===== src/rtl/cpu_macros.svh =====
`ifndef CPU_MACROS_SVH
`define CPU_MACROS_SVH

`define ADDR_W        16
`define INSTR_W       24
`define OPC_W         8

// Instruction fields
`define OPC_HI        23
`define OPC_LO        16
`define TGT_GP_HI     15
`define TGT_GP_LO     12
`define TGT_GP_SZ     4
`define CC_HI         15   // Shares bits with tgt_gp
`define CC_LO         12
`define CC_SZ         4
`define SRC_GP_HI     11
`define SRC_GP_LO     8
`define SRC_GP_SZ     4
`define IMM_HI        11
`define IMM_LO        0
`define IMM_SZ        12
`define TGT_SR_HI     13
`define TGT_SR_LO     12
`define TGT_SR_SZ     2
`define SRC_SR_HI     9
`define SRC_SR_LO     8
`define SRC_SR_SZ     2
`define IMMSR_HI      7
`define IMMSR_LO      0
`define IMMSR_SZ      8

`define QUEUE_DEPTH   4    // Power of two
`define QUEUE_AW      2

`endif


===== src/rtl/isa_pkg.sv =====
`default_nettype none

`include "cpu_macros.svh"

package isa_pkg;

    // Reduced opcode set, anything else decodes as NOP
    typedef enum logic [`OPC_W-1:0] {
        NOP      = 8'h00,
        R_MOV    = 8'h01,
        R_ADD    = 8'h02,
        R_SUB    = 8'h03,
        R_AND    = 8'h04,
        R_CMP    = 8'h05,
        R_JCC    = 8'h06,
        R_LD     = 8'h07,
        R_ST     = 8'h08,
        RS_ADDs  = 8'h09,
        I_MOVi   = 8'h0a,
        I_ADDi   = 8'h0b,
        I_CMPi   = 8'h0c,
        IS_BCCis = 8'h0d,
        S_SRMOV  = 8'h0e,
        S_SRJCC  = 8'h0f
    } opcode_e;

    // Per-opcode class flags, drives field gating
    typedef struct packed {
        logic sgn_en;
        logic imm_en;
        logic is_branch;
        logic tgt_gp_we;
        logic has_tgt_gp;
        logic tgt_sr_we;   // Also marks tgt_sr present
        logic has_src_gp;
        logic has_src_sr;
        logic has_immsr;
    } dec_flags_t;

endpackage

`default_nettype wire


===== src/rtl/bus_pkg.sv =====
`default_nettype none

package bus_pkg;

    typedef enum logic [1:0] {
        F_IDLE = 2'd0,   // Waiting for queue space
        F_REQ  = 2'd1    // Strobe held until ack
    } fetch_state_e;

endpackage

`default_nettype wire


===== src/rtl/if_fetch.sv =====
`default_nettype none

`include "cpu_macros.svh"

module if_fetch (
    input  logic                iw_clk,
    input  logic                iw_rst,
    output logic                wb_cyc,
    output logic                wb_stb,
    output logic [`ADDR_W-1:0]  wb_adr,
    input  logic [`INSTR_W-1:0] wb_dat,
    input  logic                wb_ack,
    input  logic                q_full,
    output logic                push,
    output logic [`ADDR_W-1:0]  push_pc,
    output logic [`INSTR_W-1:0] push_instr
);

    bus_pkg::fetch_state_e state;
    logic [`ADDR_W-1:0]    pc;

    always_ff @(posedge iw_clk or posedge iw_rst) begin
        if (iw_rst) begin
            state <= bus_pkg::F_IDLE;
            pc    <= '0;
        end else begin
            case (state)
                bus_pkg::F_IDLE: begin
                    // Push only fires in F_REQ, so none is pending here
                    if (!q_full) begin
                        state <= bus_pkg::F_REQ;
                    end
                end
                bus_pkg::F_REQ: begin
                    if (wb_ack) begin
                        state <= bus_pkg::F_IDLE;   // Bus idles at least one cycle
                        pc    <= pc + `ADDR_W'(1);
                    end
                end
                default: begin
                    state <= bus_pkg::F_IDLE;
                end
            endcase
        end
    end

    // Cycle and strobe share the state bit
    assign wb_cyc = (state == bus_pkg::F_REQ);
    assign wb_stb = wb_cyc;
    assign wb_adr = pc;          // Stable while waiting

    // Word goes straight into the queue on ack
    assign push       = wb_cyc && wb_ack;
    assign push_pc    = pc;
    assign push_instr = wb_dat;

endmodule

`default_nettype wire


===== src/rtl/instr_queue.sv =====
`default_nettype none

`include "cpu_macros.svh"

module instr_queue (
    input  logic                iw_clk,
    input  logic                iw_rst,
    input  logic                push,
    input  logic [`ADDR_W-1:0]  push_pc,
    input  logic [`INSTR_W-1:0] push_instr,
    input  logic                pending,
    output logic                full,
    input  logic                pop,
    output logic                empty,
    output logic [`ADDR_W-1:0]  head_pc,
    output logic [`INSTR_W-1:0] head_instr
);

    localparam logic [`QUEUE_AW:0] DEPTH_C = (`QUEUE_AW+1)'(`QUEUE_DEPTH);

    logic [`ADDR_W-1:0]  pc_mem    [`QUEUE_DEPTH];
    logic [`INSTR_W-1:0] instr_mem [`QUEUE_DEPTH];
    logic [`QUEUE_AW-1:0] wr_ptr;
    logic [`QUEUE_AW-1:0] rd_ptr;
    logic [`QUEUE_AW:0]   count;
    logic                 do_pop;

    assign do_pop = pop && !empty;

    always_ff @(posedge iw_clk or posedge iw_rst) begin
        if (iw_rst) begin
            wr_ptr <= '0;
            rd_ptr <= '0;
            count  <= '0;
        end else begin
            if (push) wr_ptr <= wr_ptr + 1'b1;       // Pointers wrap
            if (do_pop) rd_ptr <= rd_ptr + 1'b1;
            case ({push, do_pop})
                2'b10:   count <= count + 1'b1;
                2'b01:   count <= count - 1'b1;
                default: count <= count;
            endcase
        end
    end

    always_ff @(posedge iw_clk) begin
        if (push) begin
            pc_mem[wr_ptr]    <= push_pc;
            instr_mem[wr_ptr] <= push_instr;
        end
    end

    // Outstanding bus cycle holds one slot
    assign full  = (count + {`QUEUE_AW'b0, pending}) >= DEPTH_C;
    assign empty = (count == '0);

    assign head_pc    = pc_mem[rd_ptr];   // Fall-through head
    assign head_instr = instr_mem[rd_ptr];

endmodule

`default_nettype wire


===== src/rtl/id_decode.sv =====
`default_nettype none

`include "cpu_macros.svh"

module id_decode (
    input  logic                  iw_clk,
    input  logic                  iw_rst,
    input  logic                  q_empty,
    input  logic [`ADDR_W-1:0]    q_pc,
    input  logic [`INSTR_W-1:0]   q_instr,
    output logic                  pop,
    input  logic                  id_ready,
    output logic                  id_valid,
    output logic [`ADDR_W-1:0]    id_pc,
    output logic [`INSTR_W-1:0]   id_instr,
    output isa_pkg::opcode_e      id_opc,
    output logic                  id_sgn_en,
    output logic                  id_imm_en,
    output logic [`IMM_SZ-1:0]    id_imm_val,
    output logic [`IMMSR_SZ-1:0]  id_immsr_val,
    output logic [`CC_SZ-1:0]     id_cc,
    output logic [`TGT_GP_SZ-1:0] id_tgt_gp,
    output logic                  id_tgt_gp_we,
    output logic [`TGT_SR_SZ-1:0] id_tgt_sr,
    output logic                  id_tgt_sr_we,
    output logic [`SRC_GP_SZ-1:0] id_src_gp,
    output logic [`SRC_SR_SZ-1:0] id_src_sr
);

    isa_pkg::opcode_e    opc;
    isa_pkg::dec_flags_t fl;
    logic                load;

    // Raw code kept even when it is not in the enum
    assign opc = isa_pkg::opcode_e'(q_instr[`OPC_HI:`OPC_LO]);

    always_comb begin
        fl = '0;
        case (opc)
            isa_pkg::R_MOV, isa_pkg::R_ADD, isa_pkg::R_SUB, isa_pkg::R_AND: begin
                fl.tgt_gp_we  = 1'b1;
                fl.has_tgt_gp = 1'b1;
                fl.has_src_gp = 1'b1;
            end
            isa_pkg::R_CMP: begin
                fl.has_tgt_gp = 1'b1;
                fl.has_src_gp = 1'b1;
            end
            isa_pkg::R_JCC: begin
                fl.is_branch  = 1'b1;
                fl.has_src_gp = 1'b1;
            end
            isa_pkg::R_LD: begin
                fl.tgt_gp_we  = 1'b1;
                fl.has_tgt_gp = 1'b1;
            end
            isa_pkg::R_ST: fl.has_src_gp = 1'b1;
            isa_pkg::RS_ADDs: begin
                fl.sgn_en     = 1'b1;
                fl.tgt_gp_we  = 1'b1;
                fl.has_tgt_gp = 1'b1;
                fl.has_src_gp = 1'b1;
            end
            isa_pkg::I_MOVi, isa_pkg::I_ADDi: begin
                fl.imm_en     = 1'b1;
                fl.tgt_gp_we  = 1'b1;
                fl.has_tgt_gp = 1'b1;
            end
            isa_pkg::I_CMPi: begin
                fl.imm_en     = 1'b1;
                fl.has_tgt_gp = 1'b1;
            end
            isa_pkg::IS_BCCis: begin
                fl.sgn_en    = 1'b1;
                fl.imm_en    = 1'b1;
                fl.is_branch = 1'b1;
            end
            isa_pkg::S_SRMOV: begin
                fl.tgt_sr_we  = 1'b1;
                fl.has_src_sr = 1'b1;
            end
            isa_pkg::S_SRJCC: begin
                fl.is_branch  = 1'b1;
                fl.has_src_sr = 1'b1;
                fl.has_immsr  = 1'b1;
            end
            default: fl = '0;   // NOP and unknown codes
        endcase
    end

    // Take a new entry when empty or when the current one leaves
    assign load = !q_empty && (!id_valid || id_ready);
    assign pop  = load;

    always_ff @(posedge iw_clk or posedge iw_rst) begin
        if (iw_rst) begin
            id_valid <= 1'b0;
        end else if (load) begin
            id_valid <= 1'b1;
        end else if (id_ready) begin
            id_valid <= 1'b0;
        end
    end

    always_ff @(posedge iw_clk) begin
        if (load) begin
            id_pc        <= q_pc;
            id_instr     <= q_instr;
            id_opc       <= opc;
            id_sgn_en    <= fl.sgn_en;
            id_imm_en    <= fl.imm_en;
            id_imm_val   <= fl.imm_en ? q_instr[`IMM_HI:`IMM_LO] : '0;
            id_immsr_val <= fl.has_immsr ? q_instr[`IMMSR_HI:`IMMSR_LO] : '0;
            id_cc        <= fl.is_branch ? q_instr[`CC_HI:`CC_LO] : '0;
            id_tgt_gp    <= fl.has_tgt_gp ? q_instr[`TGT_GP_HI:`TGT_GP_LO] : '0;
            id_tgt_gp_we <= fl.tgt_gp_we;
            id_tgt_sr    <= fl.tgt_sr_we ? q_instr[`TGT_SR_HI:`TGT_SR_LO] : '0;
            id_tgt_sr_we <= fl.tgt_sr_we;
            id_src_gp    <= fl.has_src_gp ? q_instr[`SRC_GP_HI:`SRC_GP_LO] : '0;
            id_src_sr    <= fl.has_src_sr ? q_instr[`SRC_SR_HI:`SRC_SR_LO] : '0;
        end
    end

endmodule

`default_nettype wire


===== src/rtl/frontend_top.sv =====
`default_nettype none

`include "cpu_macros.svh"

module frontend_top (
    input  logic                  iw_clk,
    input  logic                  iw_rst,
    output logic                  wb_cyc,
    output logic                  wb_stb,
    output logic [`ADDR_W-1:0]    wb_adr,
    input  logic [`INSTR_W-1:0]   wb_dat,
    input  logic                  wb_ack,
    input  logic                  id_ready,
    output logic                  id_valid,
    output logic [`ADDR_W-1:0]    id_pc,
    output logic [`INSTR_W-1:0]   id_instr,
    output isa_pkg::opcode_e      id_opc,
    output logic                  id_sgn_en,
    output logic                  id_imm_en,
    output logic [`IMM_SZ-1:0]    id_imm_val,
    output logic [`IMMSR_SZ-1:0]  id_immsr_val,
    output logic [`CC_SZ-1:0]     id_cc,
    output logic [`TGT_GP_SZ-1:0] id_tgt_gp,
    output logic                  id_tgt_gp_we,
    output logic [`TGT_SR_SZ-1:0] id_tgt_sr,
    output logic                  id_tgt_sr_we,
    output logic [`SRC_GP_SZ-1:0] id_src_gp,
    output logic [`SRC_SR_SZ-1:0] id_src_sr
);

    logic                push;
    logic [`ADDR_W-1:0]  push_pc;
    logic [`INSTR_W-1:0] push_instr;
    logic                q_full;
    logic                pop;
    logic                q_empty;
    logic [`ADDR_W-1:0]  head_pc;
    logic [`INSTR_W-1:0] head_instr;

    if_fetch u_fetch (
        .iw_clk(iw_clk), .iw_rst(iw_rst),
        .wb_cyc(wb_cyc), .wb_stb(wb_stb), .wb_adr(wb_adr),
        .wb_dat(wb_dat), .wb_ack(wb_ack),
        .q_full(q_full),
        .push(push), .push_pc(push_pc), .push_instr(push_instr)
    );

    // Open bus cycle reserves a queue slot
    instr_queue u_queue (
        .iw_clk(iw_clk), .iw_rst(iw_rst),
        .push(push), .push_pc(push_pc), .push_instr(push_instr),
        .pending(wb_cyc), .full(q_full),
        .pop(pop), .empty(q_empty),
        .head_pc(head_pc), .head_instr(head_instr)
    );

    id_decode u_decode (
        .iw_clk(iw_clk), .iw_rst(iw_rst),
        .q_empty(q_empty), .q_pc(head_pc), .q_instr(head_instr),
        .pop(pop), .id_ready(id_ready), .id_valid(id_valid),
        .id_pc(id_pc), .id_instr(id_instr), .id_opc(id_opc),
        .id_sgn_en(id_sgn_en), .id_imm_en(id_imm_en),
        .id_imm_val(id_imm_val), .id_immsr_val(id_immsr_val), .id_cc(id_cc),
        .id_tgt_gp(id_tgt_gp), .id_tgt_gp_we(id_tgt_gp_we),
        .id_tgt_sr(id_tgt_sr), .id_tgt_sr_we(id_tgt_sr_we),
        .id_src_gp(id_src_gp), .id_src_sr(id_src_sr)
    );

endmodule

`default_nettype wire


===== config.mk =====
export PLATFORM = sky130hd
export DESIGN_NAME = frontend_top
export DESIGN_NICKNAME = d
export VERILOG_FILES = /design/src/rtl/isa_pkg.sv /design/src/rtl/bus_pkg.sv /design/src/rtl/if_fetch.sv /design/src/rtl/instr_queue.sv /design/src/rtl/id_decode.sv /design/src/rtl/frontend_top.sv
export VERILOG_INCLUDE_DIRS = /design/src /design/src/rtl
export SDC_FILE = /design/constraint.sdc
export NUM_CORES = 1
export LEC_CHECK = 0
export ABC_AREA = 1
export BUFFER_PORTS_ARGS = -buffer_cell sky130_fd_sc_hd__clkbuf_2
export CAP_MARGIN = 10
export CELL_PAD_IN_SITES_DETAIL_PLACEMENT = 1
export CELL_PAD_IN_SITES_GLOBAL_PLACEMENT = 1
export CORE_ASPECT_RATIO = 0.7
export CORE_UTILIZATION = 47
export CTS_CLUSTER_SIZE = 12
export DETAILED_ROUTE_END_ITERATION = 8
export GPL_TIMING_DRIVEN = 0
export HOLD_SLACK_MARGIN = 0.15
export PLACE_DENSITY_LB_ADDON = 0.1
export SLEW_MARGIN = 25
export SYNTH_ARGS = -nofsm -noshare
export SYNTH_HDL_FRONTEND = slang
export SYNTH_SLANG_ARGS = --single-unit

===== constraint.sdc =====
create_clock -name iw_clk -period 9.31 [get_ports iw_clk]
set_clock_uncertainty 0.05 [all_clocks]
set_input_delay 0.4655 -clock iw_clk [delete_from_list [all_inputs] [get_ports iw_clk]]
set_output_delay 0.4655 -clock iw_clk [all_outputs]
set_load 0.01 [all_outputs]

[After elaboration in Yosys (flattened, before gate mapping)]
Memory sizes are Yosys's and may differ from the RTL's. A register that Yosys moved wholly into a read port is not among the register bits.
Index checks and enable logic that the tools add are counted.
Operators by class
  add/subtract/negate cells: 6
  $lt $le $gt $ge: 1
  equality and inequality tests: 20
  muxes and demuxes: 17
  reduce and logical (&&, ||, !) cells: 19
Operator list (number)
  $eq 8x4->1 const B: 8
  $eq 8x3->1 const B: 4
  $add 16x1->16 const B: 1
  $eq 8x2->1 const B: 2
  $reduce_or 8->1: 2
  $mux 1: 13
  $reduce_or 10->1: 1
  $eq 8x1->1 const B: 1
  $pmux 3 s2: 1
  $add 2x1->2 const B: 2
  $eq 2x1->1 const B: 2
  $mux 2: 2
  $ne 2x2->1 const B: 2
  $pmux 2 s2: 1
  $reduce_and 2->1: 2
  $reduce_bool 2->1: 2
  $reduce_or 2->1: 2
  $reduce_or 4->1: 1
  $add 3x1->3: 1
  $add 3x1->3 const B: 1
  $ge 3x3->1 const B: 1
  $logic_and 1x1->1: 3
  $logic_not 3->1: 1
  $reduce_or 3->1: 1
  5 further kinds: 6
Word-level totals
  register bits: 98
  bits in writable memories: 160
  input port bits: 28
  output and inout port bits: 107
  word-level logic and storage cells: 84
  memories: 2
Memories
  u_queue.instr_mem: depth 4, bits a word 24, rd ports 1, clocked after memory_dff 0, write ports 1, RTL line instr_queue.sv:22  | logic [`INSTR_W-1:0] instr_mem [`QUEUE_DEPTH];
  u_queue.pc_mem: depth 4, bits a word 16, rd ports 1, clocked after memory_dff 1, write ports 1, RTL line instr_queue.sv:21  | logic [`ADDR_W-1:0] pc_mem [`QUEUE_DEPTH];

[Depth between registers and ports, before layout]
Gate-level depths: netlist of run 1.
  depth after elaboration: 6
  depth in mapped cells: 14
  depth with buffers taken out: 12

[Hierarchy]
Synthesis of run 1 repeated with hierarchy kept, for this count alone.
Unflattened totals
  cell total of the unflattened synthesis: 891
  area, all modules: 11123.2 um^2
By module, submodules not included
  instr_queue: times used 1, cells each 527, area an instance 6904.1 um^2, seq. area each 4979.8 um^2
  id_decode: times used 1, cells each 216, area an instance 3024.2 um^2, seq. area each 2427.3 um^2
  if_fetch: times used 1, cells each 148, area an instance 1194.9 um^2, seq. area each 425.4 um^2

[Worst setup path before layout of run 1]
No wires, ideal clock.
  kind: flip-flop to flip-flop
  start: register u_queue.count[0]
  end: register u_queue.count[2]
  setup time: 0.131 ns
  arrival: 6.422 ns
  data required time: 9.129 ns
  slack: 2.707 ns
  stages on the path, launching flop included: 9
  buffers on the path: 0
  period minus slack after synthesis: 6.603 ns
  cells stage by stage: dfrtp_1 > inv_1 > a31oi_1 > ha_1 > inv_1 > fa_1 > a21oi_1 > o21ai_0 > xor2_1
On the way
  longest elaborated chain between the ends: 6
  elaborated cells on any way between the ends: 10
  those cells by class: add/sub (2); eq/ne (2); mux (1); reduce/logical (5)
RTL lines
  from (decl): RTL line instr_queue.sv:25  | logic [`QUEUE_AW:0] count;
  from (signal assigned): RTL line instr_queue.sv:39  | 2'b10: count <= count + 1'b1;
  from (signal assigned): RTL line instr_queue.sv:40  | 2'b01: count <= count - 1'b1;
  from (signal assigned): RTL line instr_queue.sv:41  | default: count <= count;
  $logic_not 3->1 *: RTL line instr_queue.sv:55  | assign empty = (count == '0);
  $logic_not 1->1 *: RTL line id_decode.sv:92  | assign load = !q_empty && (!id_valid || id_ready);
  $logic_and 1x1->1 *: RTL line id_decode.sv:92
  via pop: RTL line frontend_top.sv:35  | logic pop;
  $logic_and 1x1->1 *: RTL line instr_queue.sv:28  | assign do_pop = pop && !empty;
  $eq 2x1->1 or $eq 2x2->1 (tied branches): RTL line instr_queue.sv:38  | case ({push, do_pop})
  $pmux 3 s2 or $reduce_bool 2->1 (tied branches)
Mark *: on every way through the listed nets, which the timed path passes. The rest lies on a longest branch.
A chain may end at the register's enable or synchronous reset.

[Worst setup path in the final report of run 1]
Same ends and word-level chain as after synthesis.

==> impl_metrics.tcl, run 1 <==
set metrics [dict create \
    r2r_end "u_queue.count[2]" \
    power_frac_seq_pct 41.2 \
    comb_power_share_pct 35.1 \
    maxCapViolations 0 \
    power.internal_uw 2830 \
    die_height_um 127 \
    hold_viol_final 0 \
    p_sw_uw 1570 \
    ff2ff_setup_slack_ns 6.92 \
    synth_area_um2 10500 \
    grt_use_total_pct 22.7 \
    path_clk_slew_ns 0.06 \
    required_ns 9.68 \
    grt_pass1_vias 6984 \
    reg2reg_from "u_queue.count[0]" \
    ant_nets 0 \
    drt-met1-wl_um 11300 \
    hp-start "id_ready" \
    antenna_found_initial 0 \
    ios 135 \
    final_common_cell "edfxtp_1" \
    grt_pass1_wl_um 39600 \
    clkPwrFrac_pct 23.7 \
    htree_levels 1 \
    drt-wirelength-per-cell_um 20.1 \
    critPathLaunchType "register" \
    drtIter0Drc 303 \
    setup-violations-final 0 \
    ctsHoldBuffers 25 \
    num-fill-cells 2125 \
    ys_ff_latch 265 \
    leakage_uw 0.00530 \
    clockRootBuffer "clkbuf_16" \
    seq_area_um2 7830 \
    slew_viol_final 0 \
    final_cell_count_no_fill 1256 \
    path_max_fanout 17 \
    min_path_type "in -> reg" \
    vias_per_cell 5.23 \
    min_period_ns 2.39 \
    die_x_um 180 \
    clk_latency_ns 0.54 \
    fmax_mhz 419 \
    syn-num-nets 787 \
    hold-path-cell-count 3 \
    worstPathCellList "inv_1 > a31oi_4 > buf_16 > ha_1 > inv_1 > fa_1 > a21oi_1 > o21ai_0 > xor2_1" \
    period_share_pct 25.6 \
    dp_cells 1180 \
    wl_met2_um 12400 \
    ir_drop_uv 158 \
    worst_slew_pin_slew_ns 0.629 \
    multi_input_area_um2 2140 \
    place.gp.congestion 0.879 \
    synth_cells 752 \
    hpwlAfterDp_um 16900 \
    reg2reg_depth 9 \
    vias 6564 \
    p_sw_share_pct 35.7 \
    worst_slack_ns 6.92 \
    dieArea_um2 22900 \
    num_rows 45 \
    utilization_pct 59.4 \
    cp.arrival_ns 2.75 \
    cts_setup_buffers 0 \
    num-nets-final 987 \
    core_area_um2 21800 \
    min_to "u_decode.id_valid" \
    syn_area_per_cell_um2 13.9 \
    rsz0062_at_grt "no" \
    yosysWarnings 0 \
    cts_resized 0 \
    drc 0 \
    critical_path.endpoint_type "register" \
    start_util_pct 48.1 \
    critical_path.most_common_cell "inv_1" \
    highest_layer "met4" \
    wl_um 25200 \
    first_pass_iters 4 \
    drive_above_1_share_pct 29.7 \
    cp_slowest_stage_delay_ns 0.42 \
    setup-tns-final_ns 0 \
    pre_cts_ws_ns 6.83 \
    grt-ovfl-total 0 \
    slew_headroom_pct 58.0 \
    layout_common_cells "240 x edfxtp_1, 134 x clkbuf_2, 123 x nand2_1" \
    area_delta_synth_final_pct 23.5 \
    routed-wl-met3_um 1020 \
    power.density_nw_per_um2 340 \
    cts_tree "done" \
    cp_slowest_cell "a31oi_4" \
    clock-sinks 265 \
    grt_max_degree 26 \
    total_power_uw 4400 \
    critical_path_class "reg -> reg" \
    cts_buffers 27 \
    synth_seq_area_share_pct 74.7 \
    clock_path_buffers 3 \
    status "completed" \
    io_buffers 134 \
    synth_cell_types 33 \
]
-- metal layers --
metal  vias to the layer above  track usage (%)
met2                       172             39.0
met5                         -                0
met4                         0             5.38
met3                        36             3.53
met1                      3332             30.8
li1                       3024                -
-- power by group through the flow --
stage	Clock [uW]	Combinational (uW)	Sequential [uW]
floorplan	0	806	1940
global placement	0	1360	1870
detailed placement	0	1540	1840
CTS	1060	1560	1810
global route	1100	1690	1840
finish	1040	1540	1810
-- flip-flops by register name (all words and copies together), names as in the netlist, 2 cells and up --
register and cells:
u_decode.id_cc 4, u_decode.id_imm_val 12, u_decode.id_immsr_val 8, u_decode.id_instr 16
u_decode.id_opc 8, u_decode.id_pc 16, u_decode.id_src_gp 4, u_decode.id_src_sr 2
u_decode.id_tgt_gp 4, u_decode.id_tgt_sr 2, u_fetch.push_pc 16, u_queue.count 3
u_queue.instr_mem 96, u_queue.pc_mem 64, u_queue.rd_ptr 2, u_queue.wr_ptr 2
-- critical path: cells and delay by family, from the launching register on --
family	cells	cell delay, ns
AOI/OAI and AO/OA	3	0.71
adders and majority gates	2	0.54
buffers and inverters	3	0.41
xor gates and xnor gates	1	0.15
DFF	1	0.38
-- final cells by class --
cell class,instances,share of cell area (%)
antenna,1,0.0193
multi-input combinational,382,16.6
clock inverter,4,0.483
sequential,265,60.5
tap,282,2.73
buffer,38,2.28
inverter,67,1.96
clock buffer,46,6.08
timing repair buffer,171,9.38
-- cell usage after synthesis --
master    instances  area, um2
nand4_1           3       18.8
ha_1              6       75.1
nand2_4           7       78.8
xnor2_1           8       70.1
inv_2            14       52.6
a32oi_2           4       65.1
or2_2             1       6.26
buf_4            12       90.1
dfrtp_1          25        626
buf_2            12       60.1
buf_6             8       90.1
nand3_1          21        105
nand2_1         123        462
inv_4             1       6.26
nor3_1            3       15.0
nand3_2          10        100
nor2_4            3       33.8
clkbuf_1          4       15.0
nor2_2            4       25.0
nand2_2          23        144
fa_1              1       20.0
buf_12            2       40.0
nor2_1           67        251
xor2_1           12        105
o22ai_1          16        100
o21ai_0          36        180
edfxtp_1        240       7210
nand3_4           1       17.5
a21oi_1          19       95.1
a31oi_1           1       6.26
nor2_8            1       20.0
inv_1            52        195
a32oi_1          12        105
-- stage by stage --
stage	hold slack [ns]	area [um2]
after floorplan	0.387	10500
after CTS	0.339	12900
after detailed placement	0.434	11800
after global routing	0.366	12900
after global placement	0.402	11500
final	0.350	12900
-- worst max path at each step --
stage | from | end | slack [ns] | cells after the start
floorplan | u_queue.count[0] | u_queue.count[2] | 2.71 | 8
global placement | u_queue.count[0] | u_queue.count[2] | 0.57 | 8
detailed placement | id_ready | u_queue.count[2] | 6.83 | 10
CTS | u_queue.count[0] | u_queue.count[2] | 6.93 | 9
global route | u_queue.count[0] | u_queue.count[2] | 6.66 | 9
finish | u_queue.count[0] | u_queue.count[2] | 6.92 | 9
-- cell families after synthesis --
group,count (synthesis),share of synthesized area (%)
simple gates,267,12.2
xor+xnor,20,1.67
fa+ha+maj,7,0.907
flops,265,74.7
compound gates,88,5.26
buf+inv,105,5.24
(Power assumes the default switching activity.)
==> run 2, diff against run 1 <==
==> constraint.sdc (replaced) <==
create_clock -name iw_clk -period 2.35 [get_ports iw_clk]
set_clock_uncertainty 0.05 [all_clocks]
set_input_delay 0.1175 -clock iw_clk [delete_from_list [all_inputs] [get_ports iw_clk]]
set_output_delay 0.1175 -clock iw_clk [all_outputs]
set_load 0.01 [all_outputs]
==> run 2 against run 1 <==
Global-route usage grew 0.11 points. Utilization grew 0.080 points. Routed wire length grew 1.4%. Sequential power grew to 4.0 times the previous value. Clock power increased to 3.9 times the previous value. Worst setup slack got worse by 6.8 ns. Critical path type unchanged.
==> impl_metrics.tcl, run 2 (synthesized netlist as in run 1, its figures left out) <==
set metrics [dict create \
    hpwlAfterDp_um 17300 \
    top_register "u_queue.instr_mem" \
    critical_path.endpoint_type "register" \
    ant_nets 0 \
    dieArea_um2 22900 \
    largest_register_ffs 96 \
    area_delta_synth_final_pct 23.7 \
    grt_max_degree 26 \
    htree_levels 1 \
    reg_top3 "u_queue.instr_mem: 96 flops, u_queue.pc_mem: 64 flops" \
    clk_latency_ns 0.54 \
    ios 135 \
    die_x_um 180 \
    grt_pass1_vias 6946 \
    io_buffers 134 \
    drive_above_1_share_pct 30.0 \
    status "completed" \
    drt-wirelength-per-cell_um 20.3 \
    grt_pass1_wl_um 39600 \
    die_height_um 127 \
    grt-ovfl-total 0 \
    clock_path_buffers 3 \
    first_pass_iters 5 \
    wl_um 25600 \
    vias 6556 \
    setup-violations-final 0 \
    cp.arrival_ns 2.51 \
    path_clk_slew_ns 0.06 \
    ir_drop_uv 884 \
    required_ns 2.65 \
    hold_viol_final 0 \
    num-nets-final 991 \
    maxCapViolations 0 \
    num_rows 45 \
    antenna_found_initial 0 \
    drc 0 \
    layout_common_cells "240 x edfxtp_1, 134 x clkbuf_2, 123 x nand2_1" \
    min_path_type "in -> reg" \
    start_util_pct 48.1 \
    grt_use_total_pct 22.9 \
    critical_path_class "reg -> reg" \
    cts_buffers 27 \
    utilization_pct 59.5 \
    fmax_mhz 454 \
    drtIter0Drc 462 \
    critPathLaunchType "register" \
    slew_headroom_pct 56.8 \
    place.gp.congestion 0.842 \
    clock-sinks 265 \
    path_max_fanout 10 \
    core_area_um2 21800 \
    cts_tree "done" \
    final_common_cell "edfxtp_1" \
    num_antenna_cells 0 \
    slew_viol_final 0 \
    whs_ns 0.294 \
    leakage_uw 0.00530 \
    worst_slew_pin_slew_ns 0.647 \
    vias_per_cell 5.21 \
    clockRootBuffer "clkbuf_16" \
    power.density_nw_per_um2 1340 \
    period_share_pct 93.8 \
    min_period_ns 2.20 \
]
-- run 2: changes by cell type in the layout (fill, tap and decap cells not counted), moves of 2 or more --
cell           previous run  this run
dlygate4sd3_1            25        28
buf_8                     0         2
buf_16                    7         9
clkbuf_1                 19        21
buf_12                    7         3
-- run 2: per-stage QoR --
stage | TNS [ns] | std cells | setup slack [ns] | area [um2] | total power [uW]
after global routing | -0.00544 | 1259 | -0.00544 | 13000 | 18300
after CTS | 0 | 1259 | 0.0778 | 13000 | 17500
final | 0 | 1259 | 0.145 | 13000 | 17400
after global placement | -174.86 | 1168 | -1.50 | 11500 | 12700
after floorplan | -10.28 | 752 | -0.869 | 10500 | 10800
after detailed placement | -0.0257 | 1180 | -0.0257 | 11900 | 13400
-- run 2: repair_timing --
action | CTS | global route
pin swaps | 1 | 0
resized for setup | 0 | 1
hold buffers | 28 | 0
endpoints found under the setup margin | 1 | 1
setup buffers | 1 | 0
endpoints found under the hold margin | 125 | 0
-- run 2: power breakdown --
group	leakage, uW	switching [uW]	internal [uW]
Combinational	0.00231	4050	2120
Sequential	0.00260	476	6710
Clock	0.000392	1730	2280
-- run 2: area by class of cell --
cell class              instances  area, um2
plain buffers                  38        295
clock buffers                  48        795
clock inverters                 2       20.0
fillers                      2153       8830
inverters                      67        254
multi-input cells             382       2160
flip-flops and latches        265       7830
well taps                     282        353
repair buffers                175       1260
-- run 2: per-layer routing --
| layer | up-vias | part of all wire [%] | GRT usage [%] |
|---|---|---|---|
| li1 | 3026 | - | - |
| met1 | 3303 | 43 | 29.9 |
| met2 | 188 | 50 | 40.3 |
| met3 | 39 | 5.2 | 3.70 |
| met4 | 0 | 1.7 | 5.23 |
| met5 | - | 0 | 0 |
-- run 2: final timing paths --
path | slack, ns | to | start | cells past startpoint
max in group asynchronous | 1.13 | u_queue.rd_ptr[0] | iw_rst | 4
max reg2reg | 0.15 | u_decode.id_pc[0] | u_queue.rd_ptr[1] | 7
min reg2reg | 0.43 | u_queue.count[0] | u_queue.count[0] | 1
max | 0.15 | u_decode.id_pc[0] | u_queue.rd_ptr[1] | 7
min in group asynchronous | 0.72 | u_fetch.push_pc[3] | iw_rst | 4
min | 0.29 | u_queue.instr_mem[1][4] | wb_dat[4] | 2
-- run 2: critical path, stage by stage (launching register included) --
cell	delay (ns)
dfrtp_1	0.37
buf_6	0.15
inv_4	0.10
buf_4	0.19
buf_2	0.25
clkbuf_1	0.45
o21ai_0	0.21
o22ai_1	0.24
==> run 3, diff against run 2 <==
--- a/config.mk
+++ b/config.mk
@@ -18,6 +18,8 @@
 export GPL_TIMING_DRIVEN = 0
 export HOLD_SLACK_MARGIN = 0.15
 export PLACE_DENSITY_LB_ADDON = 0.1
+export REMOVE_ABC_BUFFERS = 1
+export SETUP_SLACK_MARGIN = 0.15
 export SLEW_MARGIN = 25
 export SYNTH_ARGS = -nofsm -noshare
 export SYNTH_HDL_FRONTEND = slang
==> run 3 against run 2 <==
Utilization rose by 0.19 points. Register-to-register slack better by 0.10 ns. Die area did not move. Power up 0.14%. Flip-flop and latch count unchanged. Clock power shrank 3%. First-iteration DRC count decreased by 8.9%. Critical endpoint is now u_decode.id_imm_val[4]. Largest power group unchanged.
==> impl_metrics.tcl, run 3 (synthesized netlist as in run 1, its figures left out) <==
set metrics [dict create \
    status "completed" \
    grt_pass1_vias 6953 \
    clockRootBuffer "clkbuf_16" \
    vias 6473 \
    num_antenna_cells 0 \
    antenna_found_initial 0 \
    die_height_um 127 \
    critPathLaunchType "register" \
    cts_buffers 26 \
    fin_area_um2 13000 \
    final_common_cell "edfxtp_1" \
    layout_common_cells "240 x edfxtp_1, 134 x clkbuf_2, 120 x nand2_1" \
    path_clk_slew_ns 0.06 \
    start_util_pct 48.1 \
    drc 0 \
    maxCapViolations 0 \
    io_buffers 134 \
    reg_top3 "u_queue.instr_mem: 96 flops, u_queue.pc_mem: 64 flops" \
    area_delta_synth_final_pct 24.1 \
    num_rows 45 \
    num-fill-cells 2143 \
    dp_cells 1144 \
    wl_um 25000 \
    core_area_um2 21800 \
    postPlaceCellArea_um2 11600 \
    cts_tree "done" \
    utilization_pct 59.7 \
    top_register "u_queue.instr_mem" \
    period_share_pct 89.4 \
    largest_register_ffs 96 \
    whs_ns 0.160 \
    setup-tns-final_ns 0 \
    min_path_type "in -> async" \
    hpwlAfterDp_um 14900 \
    drive_above_1_share_pct 29.4 \
    hold_viol_final 0 \
    rsz0062_at_grt "no" \
    slew_headroom_pct 54.2 \
    clock-sinks 265 \
    clk_latency_ns 0.53 \
    path_max_fanout 12 \
    dieArea_um2 22900 \
    power.density_nw_per_um2 1340 \
    clock_path_buffers 3 \
    final_cell_count_no_fill 1239 \
    htree_levels 1 \
    ir_drop_uv 830 \
    grt_use_total_pct 22.3 \
    cp.arrival_ns 2.32 \
    setup-violations-final 0 \
    vias_per_cell 5.22 \
    min_period_ns 2.10 \
    ios 135 \
    leakage_uw 0.00531 \
    reg2reg_depth 13 \
    required_ns 2.57 \
    first_pass_iters 4 \
    ant_nets 0 \
    place.gp.congestion 0.730 \
    grt_max_degree 41 \
    drt-wirelength-per-cell_um 20.2 \
    slew_viol_final 0 \
    critical_path.endpoint_type "register" \
    worst_slew_pin_slew_ns 0.685 \
    grt_pass1_wl_um 39000 \
    drtIter0Drc 421 \
    critical_path_class "reg -> reg" \
    grt-ovfl-total 0 \
    die_x_um 180 \
    fmax_mhz 476 \
    num-nets-final 972 \
]
-- run 3: power breakdown --
| group | switching [uW] | internal [uW] | total, uW | leakage, uW |
|---|---|---|---|---|
| combinational | 4080 | 2200 | 6270 | 0.00234 |
| clock | 1670 | 2230 | 3890 | 0.000378 |
| sequential | 499 | 6720 | 7220 | 0.00259 |
-- run 3: metal layers --
| layer | share of wire (%) | routed length, um | vias to the layer above | global-route usage [%] |
|---|---|---|---|---|
| li1 | - | - | 2992 | - |
| met1 | 45 | 11400 | 3277 | 31.8 |
| met2 | 48 | 12000 | 175 | 37.0 |
| met3 | 5.4 | 1350 | 29 | 3.19 |
| met4 | 1.3 | 317 | 0 | 4.32 |
| met5 | 0 | 0 | - | 0 |
-- run 3: worst paths after layout --
path	startpoint	to	slack (ns)
worst max-delay path	u_queue.rd_ptr[0]	u_decode.id_imm_val[4]	0.25
worst min-delay path	iw_rst	u_fetch.push_pc[15]	0.16
worst max register to register	u_queue.rd_ptr[0]	u_decode.id_imm_val[4]	0.25
worst min register to register	u_queue.count[0]	u_queue.count[0]	0.42
max in group asynchronous	iw_rst	u_queue.rd_ptr[0]	1.62
min in group iw_clk	wb_dat[13]	u_queue.instr_mem[2][13]	0.31
-- run 3: cell type report --
type	instances	area [um2]	share of cell area (%)
sequential	265	7840	60.3
tap	282	353	2.71
inverter	67	284	2.18
timing repair buffer	189	1490	11.4
multi-input combinational	384	2220	17.1
clock buffer	47	781	6.00
clock inverter	1	5.00	0.0385
timing repair inverter	4	35.0	0.269
-- run 3: per-stage QoR --
step	total power (uW)	setup slack [ns]
global placement	11600	-6.69
detailed placement	12800	-1.01
finish	17400	0.250
global route	18300	0.144
floorplan	10200	-4.25
CTS	17300	0.177
-- run 3: timing repair --
action | 4_1_cts | 5_1_grt
resized for setup | 15 | 8
endpoints found under the setup margin | 79 | 27
hold buffers | 27 | 0
pin swaps | 3 | 5
endpoints found under the hold margin | 127 | 0
buffers inserted | 8 | 4
gates cloned | 7 | 1
-- run 3: worst max-delay path, stage by stage (launching register included) --
cell and delay (ns):
dfrtp_4 0.51, buf_16 0.18, inv_16 0.08, nand2_1 0.06, nand3_1 0.07, nand2_1 0.10
nand2_4 0.14, nor2_8 0.07, inv_2 0.09, nor2_4 0.05, nand2_4 0.10, nand3_4 0.17
nand2_2 0.12, inv_2 0.03
